===== src/logic/credit_link_pkg.sv =====
// Link types assume a fixed 16-bit flit and an 8-bit credit field, so pools above 255 do not fit.
`default_nettype none

package credit_link_pkg;

  // ------------------------------
  // Widths and defaults
  // ------------------------------

  // Flit width. Modules take it as the default of their width parameter.
  parameter int data_width = 16;

  // Default credit pool, which is also the receiver FIFO depth.
  parameter int max_credit_default = 4;

  // Credit fields are wide enough for any pool up to 255.
  parameter int credit_width = 8;

  // ------------------------------
  // Types
  // ------------------------------

  // One flit of payload.
  typedef logic [data_width-1:0] flit_t;

  // A credit amount, such as a count, a withhold or the available credit.
  typedef logic [credit_width-1:0] credit_t;

  // Forward direction of the link. There is no ready here; a credit stands in for it.
  typedef struct packed {
    logic  valid;
    flit_t data;
  } link_fwd_t;

  // Reverse direction of the link, one credit pulse per freed slot.
  typedef struct packed {
    logic credit;
    logic credit_stall;
  } link_rev_t;

endpackage

`default_nettype wire


===== src/logic/credit_regs_pkg.sv =====
// APB map uses byte offsets within an 8-bit window and 32-bit data; no wait states are modelled.
`default_nettype none

package credit_regs_pkg;

  // ------------------------------
  // APB bus types
  // ------------------------------

  typedef logic [7:0]  apb_addr_t;
  typedef logic [31:0] apb_data_t;

  // Request from the APB master.
  typedef struct packed {
    logic      psel;
    logic      penable;
    logic      pwrite;
    apb_addr_t paddr;
    apb_data_t pwdata;
  } apb_req_t;

  // Response back to the master.
  typedef struct packed {
    logic      pready;
    apb_data_t prdata;
    logic      pslverr;
  } apb_rsp_t;

  // ------------------------------
  // Register map
  // ------------------------------

  parameter apb_addr_t reg_withhold  = 8'h00;  // Read/write, credits held back.
  parameter apb_addr_t reg_count     = 8'h04;  // Read-only, credit count.
  parameter apb_addr_t reg_available = 8'h08;  // Read-only, available credit.
  parameter apb_addr_t reg_flits     = 8'h0C;  // Read, and a write clears it.

  // The sent-flit counter wraps at 32 bits.
  typedef logic [31:0] flit_count_t;

endpackage

`default_nettype wire


===== src/logic/credit_apb_regs.sv =====
// APB slave with no wait states; only reg_withhold is writable and a write to reg_flits clears it.
`timescale 1ns/100ps
`default_nettype none

module credit_apb_regs (
  input  logic                      clk,
  input  logic                      arst_n,
  // APB port.
  input  credit_regs_pkg::apb_req_t apb_req,
  output credit_regs_pkg::apb_rsp_t apb_rsp,
  // Credit control out to the sender.
  output credit_link_pkg::credit_t  withhold,
  // Status in from the sender.
  input  credit_link_pkg::credit_t  credit_count,
  input  credit_link_pkg::credit_t  credit_available,
  input  logic                      sent
);

  localparam int cw = credit_link_pkg::credit_width;

  logic                         access;
  logic                         wr_access;
  credit_link_pkg::credit_t     withhold_q;
  credit_regs_pkg::flit_count_t flits_q;

  // ------------------------------
  // Access decode
  // ------------------------------

  // Only the access phase does anything. The setup phase just presents the address.
  assign access    = apb_req.psel && apb_req.penable;
  assign wr_access = access && apb_req.pwrite;

  // Withhold register, which starts at zero so the full pool is usable.
  always_ff @(posedge clk or negedge arst_n) begin
    if (!arst_n) begin
      withhold_q <= '0;
    end else if (wr_access && (apb_req.paddr == credit_regs_pkg::reg_withhold)) begin
      withhold_q <= apb_req.pwdata[cw-1:0];
    end
  end

  assign withhold = withhold_q;

  // Sent-flit counter. A clear in the same cycle as a sent pulse wins,
  // so that flit is not counted.
  always_ff @(posedge clk or negedge arst_n) begin
    if (!arst_n) begin
      flits_q <= '0;
    end else if (wr_access && (apb_req.paddr == credit_regs_pkg::reg_flits)) begin
      flits_q <= '0;
    end else if (sent) begin
      flits_q <= flits_q + 1'b1;
    end
  end

  // ------------------------------
  // Read data and errors
  // ------------------------------

  // Read data follows the address, so it is valid throughout the access phase.
  always_comb begin
    apb_rsp.pready  = 1'b1;
    apb_rsp.prdata  = '0;
    apb_rsp.pslverr = 1'b0;
    case (apb_req.paddr)
      credit_regs_pkg::reg_withhold: begin
        apb_rsp.prdata = credit_regs_pkg::apb_data_t'(withhold_q);
      end
      credit_regs_pkg::reg_count: begin
        apb_rsp.prdata  = credit_regs_pkg::apb_data_t'(credit_count);
        apb_rsp.pslverr = wr_access;
      end
      credit_regs_pkg::reg_available: begin
        apb_rsp.prdata  = credit_regs_pkg::apb_data_t'(credit_available);
        apb_rsp.pslverr = wr_access;
      end
      credit_regs_pkg::reg_flits: begin
        apb_rsp.prdata = flits_q;
      end
      default: begin
        // Offsets outside the map fail on both reads and writes.
        apb_rsp.pslverr = access;
      end
    endcase
  end

endmodule

`default_nettype wire


===== src/logic/credit_counter.sv =====
// Credits move by single steps only, and max_credit must fit in the credit field width.
`timescale 1ns/100ps
`default_nettype none

module credit_counter #(
  // Reset value of the counter, which is the full credit pool.
  parameter int max_credit = credit_link_pkg::max_credit_default
) (
  input  logic                     clk,
  input  logic                     arst_n,
  // One credit returns in this cycle.
  input  logic                     incr,
  // Request to spend one credit, and the grant for it.
  input  logic                     decr_valid,
  output logic                     decr_ready,
  // Credits kept out of circulation.
  input  credit_link_pkg::credit_t withhold,
  // Count before this cycle's change, and the credit that can be spent now.
  output credit_link_pkg::credit_t value,
  output credit_link_pkg::credit_t available
);

  localparam int cw = credit_link_pkg::credit_width;
  localparam credit_link_pkg::credit_t reset_value = credit_link_pkg::credit_t'(max_credit);

  credit_link_pkg::credit_t value_q;
  // One bit wider than a credit, so a returning credit on a full count cannot wrap.
  logic [cw:0]              value_plus;
  logic [cw:0]              withhold_ext;
  logic                     decr_accept;

  // ------------------------------
  // Available credit
  // ------------------------------

  // A credit that returns this cycle can be spent in the same cycle.
  assign value_plus   = {1'b0, value_q} + {{cw{1'b0}}, incr};
  assign withhold_ext = {1'b0, withhold};

  // The withhold can exceed the count while credits are out on the link,
  // so the difference stops at zero instead of wrapping.
  always_comb begin
    if (value_plus > withhold_ext) begin
      available = credit_link_pkg::credit_t'(value_plus - withhold_ext);
    end else begin
      available = '0;
    end
  end

  assign decr_ready  = (available != '0);
  assign decr_accept = decr_valid && decr_ready;

  // ------------------------------
  // Count register
  // ------------------------------

  // A credit in and a credit out in the same cycle cancel, and the count holds.
  always_ff @(posedge clk or negedge arst_n) begin
    if (!arst_n) begin
      value_q <= reset_value;
    end else begin
      case ({incr, decr_accept})
        2'b10:   value_q <= value_q + 1'b1;
        2'b01:   value_q <= value_q - 1'b1;
        default: value_q <= value_q;
      endcase
    end
  end

  assign value = value_q;

endmodule

`default_nettype wire


===== src/logic/credit_link_top.sv =====
// Pools above the credit field range are clamped to 255, and a pool below 1 becomes 1.
`timescale 1ns/100ps
`default_nettype none

module credit_link_top #(
  parameter int width       = credit_link_pkg::data_width,
  parameter int max_credit  = credit_link_pkg::max_credit_default,
  parameter bit reg_outputs = 1'b0
) (
  input  logic                      clk,
  input  logic                      arst_n,
  // Push side.
  output logic                      push_ready,
  input  logic                      push_valid,
  input  credit_link_pkg::flit_t    push_data,
  // Output side.
  output logic                      out_valid,
  input  logic                      out_ready,
  output credit_link_pkg::flit_t    out_data,
  // APB port.
  input  credit_regs_pkg::apb_req_t apb_req,
  output credit_regs_pkg::apb_rsp_t apb_rsp
);

  // Largest pool the credit field can count.
  localparam int credit_limit = (1 << credit_link_pkg::credit_width) - 1;
  localparam int pool = (max_credit > credit_limit) ? credit_limit :
                        (max_credit < 1) ? 1 : max_credit;

  credit_link_pkg::link_fwd_t link_fwd;
  credit_link_pkg::link_rev_t link_rev;
  credit_link_pkg::credit_t   withhold;
  credit_link_pkg::credit_t   credit_count;
  credit_link_pkg::credit_t   credit_available;
  logic                       sent;

  // Sender side, which owns the credit counter.
  credit_sender #(
    .width      (width),
    .max_credit (pool),
    .reg_outputs(reg_outputs)
  ) sender_i (
    .clk             (clk),
    .arst_n          (arst_n),
    .push_ready      (push_ready),
    .push_valid      (push_valid),
    .push_data       (push_data),
    .link_fwd        (link_fwd),
    .link_credit     (link_rev.credit),
    .credit_stall    (link_rev.credit_stall),
    .withhold        (withhold),
    .credit_count    (credit_count),
    .credit_available(credit_available),
    .sent            (sent)
  );

  // Receiver side. Its FIFO depth matches the pool.
  credit_receiver #(
    .width     (width),
    .max_credit(pool)
  ) receiver_i (
    .clk         (clk),
    .arst_n      (arst_n),
    .link_fwd    (link_fwd),
    .credit_stall(link_rev.credit_stall),
    .link_credit (link_rev.credit),
    .out_valid   (out_valid),
    .out_ready   (out_ready),
    .out_data    (out_data)
  );

  credit_apb_regs regs_i (
    .clk             (clk),
    .arst_n          (arst_n),
    .apb_req         (apb_req),
    .apb_rsp         (apb_rsp),
    .withhold        (withhold),
    .credit_count    (credit_count),
    .credit_available(credit_available),
    .sent            (sent)
  );

endmodule

`default_nettype wire


===== src/logic/credit_receiver.sv =====
// Depth equals max_credit and a flit that arrives when full is dropped, so the sender must obey credits.
`timescale 1ns/100ps
`default_nettype none

module credit_receiver #(
  parameter int width      = credit_link_pkg::data_width,
  parameter int max_credit = credit_link_pkg::max_credit_default
) (
  input  logic                       clk,
  input  logic                       arst_n,
  // Link side.
  input  credit_link_pkg::link_fwd_t link_fwd,
  input  logic                       credit_stall,
  output logic                       link_credit,
  // Ready/valid output side, taken from the FIFO head.
  output logic                       out_valid,
  input  logic                       out_ready,
  output credit_link_pkg::flit_t     out_data
);

  // A pool of one still needs a one-bit pointer.
  localparam int ptr_width   = (max_credit > 1) ? $clog2(max_credit) : 1;
  localparam int count_width = $clog2(max_credit + 1);
  localparam logic [ptr_width-1:0]   last_ptr = ptr_width'(max_credit - 1);
  localparam logic [count_width-1:0] depth    = count_width'(max_credit);

  logic [width-1:0]       mem [max_credit];
  logic [ptr_width-1:0]   wr_ptr;
  logic [ptr_width-1:0]   rd_ptr;
  logic [count_width-1:0] count_q;
  logic                   full;
  logic                   wr_en;
  logic                   rd_en;
  logic                   credit_q;

  // ------------------------------
  // FIFO control
  // ------------------------------

  assign full  = (count_q == depth);
  // Under the credit rule the FIFO is never full when a flit arrives.
  // If it is, the flit is dropped and the stored ones stay intact.
  assign wr_en = link_fwd.valid && !full;
  assign rd_en = out_valid && out_ready;

  always_ff @(posedge clk or negedge arst_n) begin
    if (!arst_n) begin
      wr_ptr  <= '0;
      rd_ptr  <= '0;
      count_q <= '0;
    end else begin
      // Pointers wrap by hand, since the depth need not be a power of two.
      if (wr_en) begin
        wr_ptr <= (wr_ptr == last_ptr) ? '0 : wr_ptr + 1'b1;
      end
      if (rd_en) begin
        rd_ptr <= (rd_ptr == last_ptr) ? '0 : rd_ptr + 1'b1;
      end
      case ({wr_en, rd_en})
        2'b10:   count_q <= count_q + 1'b1;
        2'b01:   count_q <= count_q - 1'b1;
        default: count_q <= count_q;
      endcase
    end
  end

  // Storage array.
  always_ff @(posedge clk) begin
    if (wr_en) begin
      mem[wr_ptr] <= link_fwd.data;
    end
  end

  // The head is visible one cycle after the flit crossed the link.
  assign out_valid = (count_q != '0);
  assign out_data  = mem[rd_ptr];

  // ------------------------------
  // Credit return
  // ------------------------------

  // Each drained flit frees one slot, and the credit goes back one cycle later.
  // Nothing is returned while the sender is still coming out of reset.
  always_ff @(posedge clk or negedge arst_n) begin
    if (!arst_n) begin
      credit_q <= 1'b0;
    end else begin
      credit_q <= rd_en && !credit_stall;
    end
  end

  assign link_credit = credit_q;

endmodule

`default_nettype wire


===== src/logic/credit_sender.sv =====
// Width must equal the package flit width; credits returned while credit_stall is high are lost.
`timescale 1ns/100ps
`default_nettype none

module credit_sender #(
  parameter int width       = credit_link_pkg::data_width,
  parameter int max_credit  = credit_link_pkg::max_credit_default,
  // When 1, the link valid and data come from a register, one cycle after the push.
  parameter bit reg_outputs = 1'b0
) (
  input  logic                       clk,
  input  logic                       arst_n,
  // Ready/valid push side.
  output logic                       push_ready,
  input  logic                       push_valid,
  input  credit_link_pkg::flit_t     push_data,
  // Credit/valid link side.
  output credit_link_pkg::link_fwd_t link_fwd,
  input  logic                       link_credit,
  output logic                       credit_stall,
  // Credit control and status.
  input  credit_link_pkg::credit_t   withhold,
  output credit_link_pkg::credit_t   credit_count,
  output credit_link_pkg::credit_t   credit_available,
  output logic                       sent
);

  logic accept;
  logic stall_q;

  // Each pushed flit spends one credit, and each credit from the link returns one.
  credit_counter #(
    .max_credit(max_credit)
  ) counter_i (
    .clk       (clk),
    .arst_n    (arst_n),
    .incr      (link_credit),
    .decr_valid(push_valid),
    .decr_ready(push_ready),
    .withhold  (withhold),
    .value     (credit_count),
    .available (credit_available)
  );

  assign accept = push_valid && push_ready;
  assign sent   = accept;

  // The stall is high in reset and for one cycle after it, which keeps the
  // receiver from returning credits before the counter holds its full pool.
  always_ff @(posedge clk or negedge arst_n) begin
    if (!arst_n) begin
      stall_q <= 1'b1;
    end else begin
      stall_q <= 1'b0;
    end
  end

  assign credit_stall = stall_q;

  // ------------------------------
  // Link forward path
  // ------------------------------

  if (reg_outputs) begin : gen_reg_out
    logic             valid_q;
    logic [width-1:0] data_q;

    always_ff @(posedge clk or negedge arst_n) begin
      if (!arst_n) begin
        valid_q <= 1'b0;
      end else begin
        valid_q <= accept;
      end
    end

    // Payload only loads on an accepted flit.
    always_ff @(posedge clk) begin
      if (accept) begin
        data_q <= push_data;
      end
    end

    assign link_fwd.valid = valid_q;
    assign link_fwd.data  = data_q;
  end else begin : gen_pass_out
    assign link_fwd.valid = accept;
    assign link_fwd.data  = push_data;
  end

endmodule

`default_nettype wire


===== config.mk =====
export PLATFORM = sky130hd
export DESIGN_NAME = credit_link_top
export DESIGN_NICKNAME = d
export VERILOG_FILES = /design/src/logic/credit_link_pkg.sv /design/src/logic/credit_regs_pkg.sv /design/src/logic/credit_apb_regs.sv /design/src/logic/credit_counter.sv /design/src/logic/credit_link_top.sv /design/src/logic/credit_receiver.sv /design/src/logic/credit_sender.sv
export SDC_FILE = /design/constraint.sdc
export NUM_CORES = 1
export LEC_CHECK = 0
export BUFFER_PORTS_ARGS = -buffer_cell sky130_fd_sc_hd__buf_2
export CORE_ASPECT_RATIO = 0.8
export CORE_MARGIN = 5
export CORE_UTILIZATION = 55
export DETAILED_ROUTE_END_ITERATION = 8
export GPL_TIMING_DRIVEN = 0
export PLACE_DENSITY = 0.85
export SLEW_MARGIN = 20
export SYNTH_ARGS = -nofsm -noshare
export SYNTH_HDL_FRONTEND = slang
export SYNTH_SLANG_ARGS = --single-unit

===== constraint.sdc =====
create_clock -name clk -period 6.86 [get_ports clk]
set_clock_uncertainty 0.1 [all_clocks]
set_input_delay 1.715 -clock clk [delete_from_list [all_inputs] [get_ports clk]]
set_output_delay 1.715 -clock clk [all_outputs]
set_load 0.05 [all_outputs]

## Word-level counts from Yosys, hierarchy flattened

Memories as Yosys holds them, arrays and structs flattened.
Index checks and enable logic that the tools add are counted.

| storage, ports and cells | value |
|---|---|
| register bits | 57 |
| memory bits (writable) | 64 |
| input bits | 63 |
| output and inout port bits | 52 |
| memories kept | 1 |

Memory list:

| name | depth | width | read ports | clocked after memory_dff | write ports | line | text |
|---|---|---|---|---|---|---|---|
| receiver_i.mem | 4 | 16 | 1 | 0 | 1 | credit_receiver.sv:27 | `logic [width-1:0] mem [max_credit];` |

| operators by class | value |
|---|---|
| add/subtract/negate cells | 9 |
| magnitude comparators | 1 |
| eq/ne operators | 10 |
| mux-type cells | 11 |
| reductions and logical operators | 18 |

Operator list:

| cell | count |
|---|---|
| $pmux 32 s4 | 1 |
| $mux 32 | 2 |
| $add 32x1->32 const B | 1 |
| $eq 8x4->1 const B | 2 |
| $pmux 8 s2 | 1 |
| $add 8x1->9 | 1 |
| $gt 9x8->1 | 1 |
| $add 8x1->8 const B | 1 |
| $eq 2x2->1 const B | 4 |
| $eq 8x3->1 const B | 1 |
| $logic_and 1x1->1 | 8 |
| $logic_not 8->1 | 1 |
| $mux 8 | 1 |
| $reduce_bool 8->1 | 1 |
| $sub 8x1->8 const B | 1 |
| $sub 8x8->8 | 1 |
| $pmux 3 s2 | 1 |
| $reduce_bool 2->1 | 3 |
| $add 2x1->2 const B | 2 |
| $eq 2x1->1 const B | 2 |
| $mux 2 | 2 |
| $reduce_or 2->1 | 2 |
| $add 3x1->3 const B | 1 |
| $eq 3x3->1 const B | 1 |
| 5 further kinds | 7 |

## Longest topological paths before layout

| depth | value |
|---|---|
| word-level depth | 8 |
| depth in mapped cells | 22 |
| depth with buffers taken out | 21 |

## Cells and area by module

From an unflattened synthesis, not the netlist that was laid out.

| unflattened totals | value |
|---|---|
| cell total of the unflattened synthesis | 548 |
| area, all modules | 6676.4 µm² |

Modules (own cells, without submodules):

| module | times used | cells each | area an instance (µm²) | sequential area each (µm²) |
|---|---|---|---|---|
| credit_receiver | 1 | 127 | 2836.5 | 2122.0 |
| credit_apb_regs | 1 | 258 | 2544.9 | 1001.0 |
| credit_counter | 1 | 143 | 1131.1 | 201.4 |
| credit_sender | 1 | 20 | 163.9 | 26.3 |

## Least setup slack after synthesis

OpenSTA, ideal clock, no wires.

| timing path | value |
|---|---|
| kind | in2out |
| start point | input port apb_req[37] (netlist name) |
| end point | output port apb_rsp[5] (netlist name) |
| arrival | 3816 ps |
| path slack | 1229 ps |
| stages | 6 |
| cell sequence | nor2_1 > and3_1 > nand2_1 > or3_1 > clkbuf_1 > o32ai_1 |

RTL lines:

| item | line | text |
|---|---|---|
| start: declaration | credit_link_top.sv:21 | `input credit_regs_pkg::apb_req_t apb_req,` |
| end: declaration | credit_link_top.sv:22 | `output credit_regs_pkg::apb_rsp_t apb_rsp` |

## Worst setup path in the final report

| timing path | value |
|---|---|
| start point | register sender_i.counter_i.value_q[0] (netlist: sender_i.counter_i.value[0]) |
| end point | output port push_ready |

| on the way | value |
|---|---|
| word-level cells in the longest chain between the ends | 4 |
| elaborated cells between the ends (all ways) | 5 |

Ends and longest elaborated chain:

| item | line | text |
|---|---|---|
| start: declaration | credit_counter.sv:26 | `credit_link_pkg::credit_t value_q;` |
| start signal: assignment | credit_counter.sv:60 | `value_q <= reset_value;` |
| start signal: assignment | credit_counter.sv:63 | `2'b10: value_q <= value_q + 1'b1;` |
| start signal: assignment | credit_counter.sv:64 | `2'b01: value_q <= value_q - 1'b1;` |
| $add 8x1->9 (*) | credit_counter.sv:37 | `assign value_plus = {1'b0, value_q} + {{cw{1'b0}}, incr};` |
| $sub 8x8->8 / $gt 9x8->1 (equally long branches) | credit_counter.sv:44, credit_counter.sv:43 |  |
| $mux 8 (*) | credit_counter.sv:43 | `if (value_plus > withhold_ext) begin` |
| $reduce_bool 8->1 (*) | credit_counter.sv:50 | `assign decr_ready = (available != '0);` |
| end: declaration | credit_link_top.sv:13 | `output logic push_ready,` |

Every way passes the cells marked *; elsewhere a longest branch is shown, timed or not.

==> reports/results.txt <==
outcome - finished, final reports clean
leading area contributor after synthesis - edfxtp_1
CP Capture Type - primary output
post-route clock period utilization - 0.8469
Mapped Area - 6611 sq um
Synthesis Warnings - 0
Startpoint Class - flip-flop
Worst Path Arrival - 3990 ps
routed vias - 5107
via density per instance - 6.124
most common cell in the synthesized netlist - edfxtp_1
post_cts resized - 0
hold crit path type - reg2reg
CP required - 5050 ps
Hold Buf Count CTS - 0
RSZ-0062 raised after global routing - no
peak supply drop - 0.2122 mV
first-pass GRT wire length - 25160 um
Post-synth EDFFs - 64
CP max FO - 10
Rows - 35
drc violations - 0
Worst-path clk slew - 60 ps
vias in the first global route - 5195
Mapped Nets - 655
DRT iter0 DRCs - 528
Yosys cell types - 65
CTS tree - built
crit path cell chain - ha_1 -> ha_1 -> inv_1 -> fa_1 -> nand2b_1 -> a211oi_2 -> nor4b_1 -> a211oi_1 -> and4_4 -> buf_2 -> buf_4 -> nor2_1 -> buf_2
Final Worst Setup Slack - 1051 ps
drt pass-1 iters - 5
antenna violations before repair - 0
ANT cells - 0
leakage - 3.268 nW
GPL Wtd Cong - 0.8889
Routed Antenna Nets - 0
final hold vios - 0
Critical-path top delay cell - dfrtp_1
CTS max path bufs - 2
critical path class - reg2out
H-tree Lvls - 4
routed len/inst - 18.53 um
ys flop type - edfxtp_1
DP Cell Count - 802
post-synthesis register bit count - 121
die height - 108.1 um
Fmax achieved - 172.1 MHz
worst-skew pair later-pin latency - 410 ps
Least-Margin Pin Slew - 838.9 ps
post-synthesis sequential area ratio - 0.5068
TNS Setup - 0 ps
top post-synthesis cells by count - edfxtp_1 (64), dfrtp_1 (55), a21oi_1 (35), and2_1 (35)
boundary pin count - 115
syn_area_per_cell - 11.70 sq um
share of layout cells above drive strength 1 - 0.2551
GRT overflow - 0
final wirelength - 15460 um
Pwr per Cell Area - 422.0 nW/um^2
Total Nets Final - 763
Root Driver - clkbuf_16
CORE AREA - 11650 sq um
pre-CTS setup slack - 1539 ps
Area Overhead vs Synth - 17.77%
starting density of the core - 0.5676
Worst path max stage delay - 420 ps
max-slew violation count - 0
Synth area leaders - edfxtp_1 (29%), dfrtp_1 (21%), mux4_2 (5.5%), ha_1 (4.5%), and2_1 (3.3%)
Layout Cells excl Fill - 834
Synth Instances - 565
GRT Overall Usage - 0.2208
Die Footprint - 14330 sq um
Die Wd - 132.6 um
Synth top area share - 0.2907
max_cap viols - 0
pin count of the biggest net entering global routing - 58
CTS Sinks - 121
Port-buffer cells - 89
slew margin rel. - 0.4407
fraction of registers with async set/reset - 0.4711
Final min period - 5809 ps
final setup fails - 0
CTS Buf Count - 17
fillers - 874
HPWL Detailed - 10950 um
Setup Buffers After CTS - 0
[cell usage in the layout (no fill, tap or decap), drive strengths merged, types with 22 or more instances in the layout]
cell and instances:
inv 35, clkbuf 36, edfxtp 64, dfrtp 55
nor2 24, and2 35, o31ai 22, or4 22
buf 100, nand2 29, ha 24, a21oi 35
[flip-flops by register name, indices dropped and copies added (netlist names)]
signal,flops
receiver_i.count_q,3
receiver_i.rd_ptr,2
sender_i.counter_i.value,8
receiver_i.link_credit,1
receiver_i.mem,64
regs_i.flits_q,32
sender_i.credit_stall,1
regs_i.withhold,8
receiver_i.wr_ptr,2
[worst paths after layout]
| kind | startpoint | end | slack (ps) | cells past startpoint |
|---|---|---|---|---|
| max | sender_i.counter_i.value[0] | push_ready | 1050 | 13 |
| max reg2reg | sender_i.counter_i.value[0] | sender_i.counter_i.value[7] | 1460 | 20 |
| min reg2reg | sender_i.credit_stall | receiver_i.link_credit | 380 | 1 |
| min in group asynchronous | arst_n | regs_i.withhold[3] | 1270 | 1 |
| max in group asynchronous | arst_n | receiver_i.count_q[0] | 4890 | 1 |
| min | sender_i.credit_stall | receiver_i.link_credit | 380 | 1 |
[report_power, final]
group / switching (W) / internal (W)
Sequential: 0.000104 / 0.000924
Combinational: 0.000930 / 0.000512
Clock: 0.000349 / 0.000468
[through the flow]
| stage | cell area (sq um) | total power, W | hold slack, ps | utilization |
|---|---|---|---|---|
| floorplan | 6611 | 0.002130 | 356.7 | - |
| global placement | 7242 | 0.002391 | 378.2 | 0.6217 |
| detailed placement | 7244 | 0.002470 | 376.5 | 0.6219 |
| CTS | 7786 | 0.003294 | 390.3 | 0.6684 |
| global route | 7786 | 0.003483 | 418.3 | 0.6684 |
| finish | 7786 | 0.003286 | 382.8 | 0.6684 |
[logic make-up after synthesis]
| logic type | count (synthesis) | synth area share |
|---|---|---|
| AND/OR/NAND/NOR | 190 | 0.1730 |
| flip-flops | 121 | 0.5068 |
| AO/OA/AOI/OAI | 110 | 0.1105 |
| buffers and inverters | 58 | 0.03804 |
| multiplexers | 36 | 0.08819 |
| adder cells (fa/ha/maj) | 27 | 0.05450 |
| XOR/XNOR | 21 | 0.02782 |
| other | 2 | 0.001136 |
[routing by layer]
metal  up-vias  share of wire  track usage
met4         0         0.0076      0.05341
met1      2523           0.43       0.2883
met2       196           0.49       0.3711
met3        13          0.067      0.06047
met5         -              0            0
li1       2375              -            -
[critical path, delay by kind of cell, from the launching register on]
family / cells / cell delay, ps
flops: 1 / 420
fa+ha+maj: 3 / 970
simple gates: 4 / 710
buf+inv: 4 / 760
compound gates: 2 / 720
[area by class of cell]
cell class                 count  area [sq um]  area share
clock inverter                15         116.4     0.01494
sequential                   121          3351      0.4303
inverter                      28         105.1     0.01350
tap                          148         185.2     0.02378
timing repair buffer          89         447.9     0.05753
clock buffer                  17         425.4     0.05464
multi-input combinational    386          3009      0.3865
buffer                        30         146.4     0.01880
(Power assumes the default switching activity.)
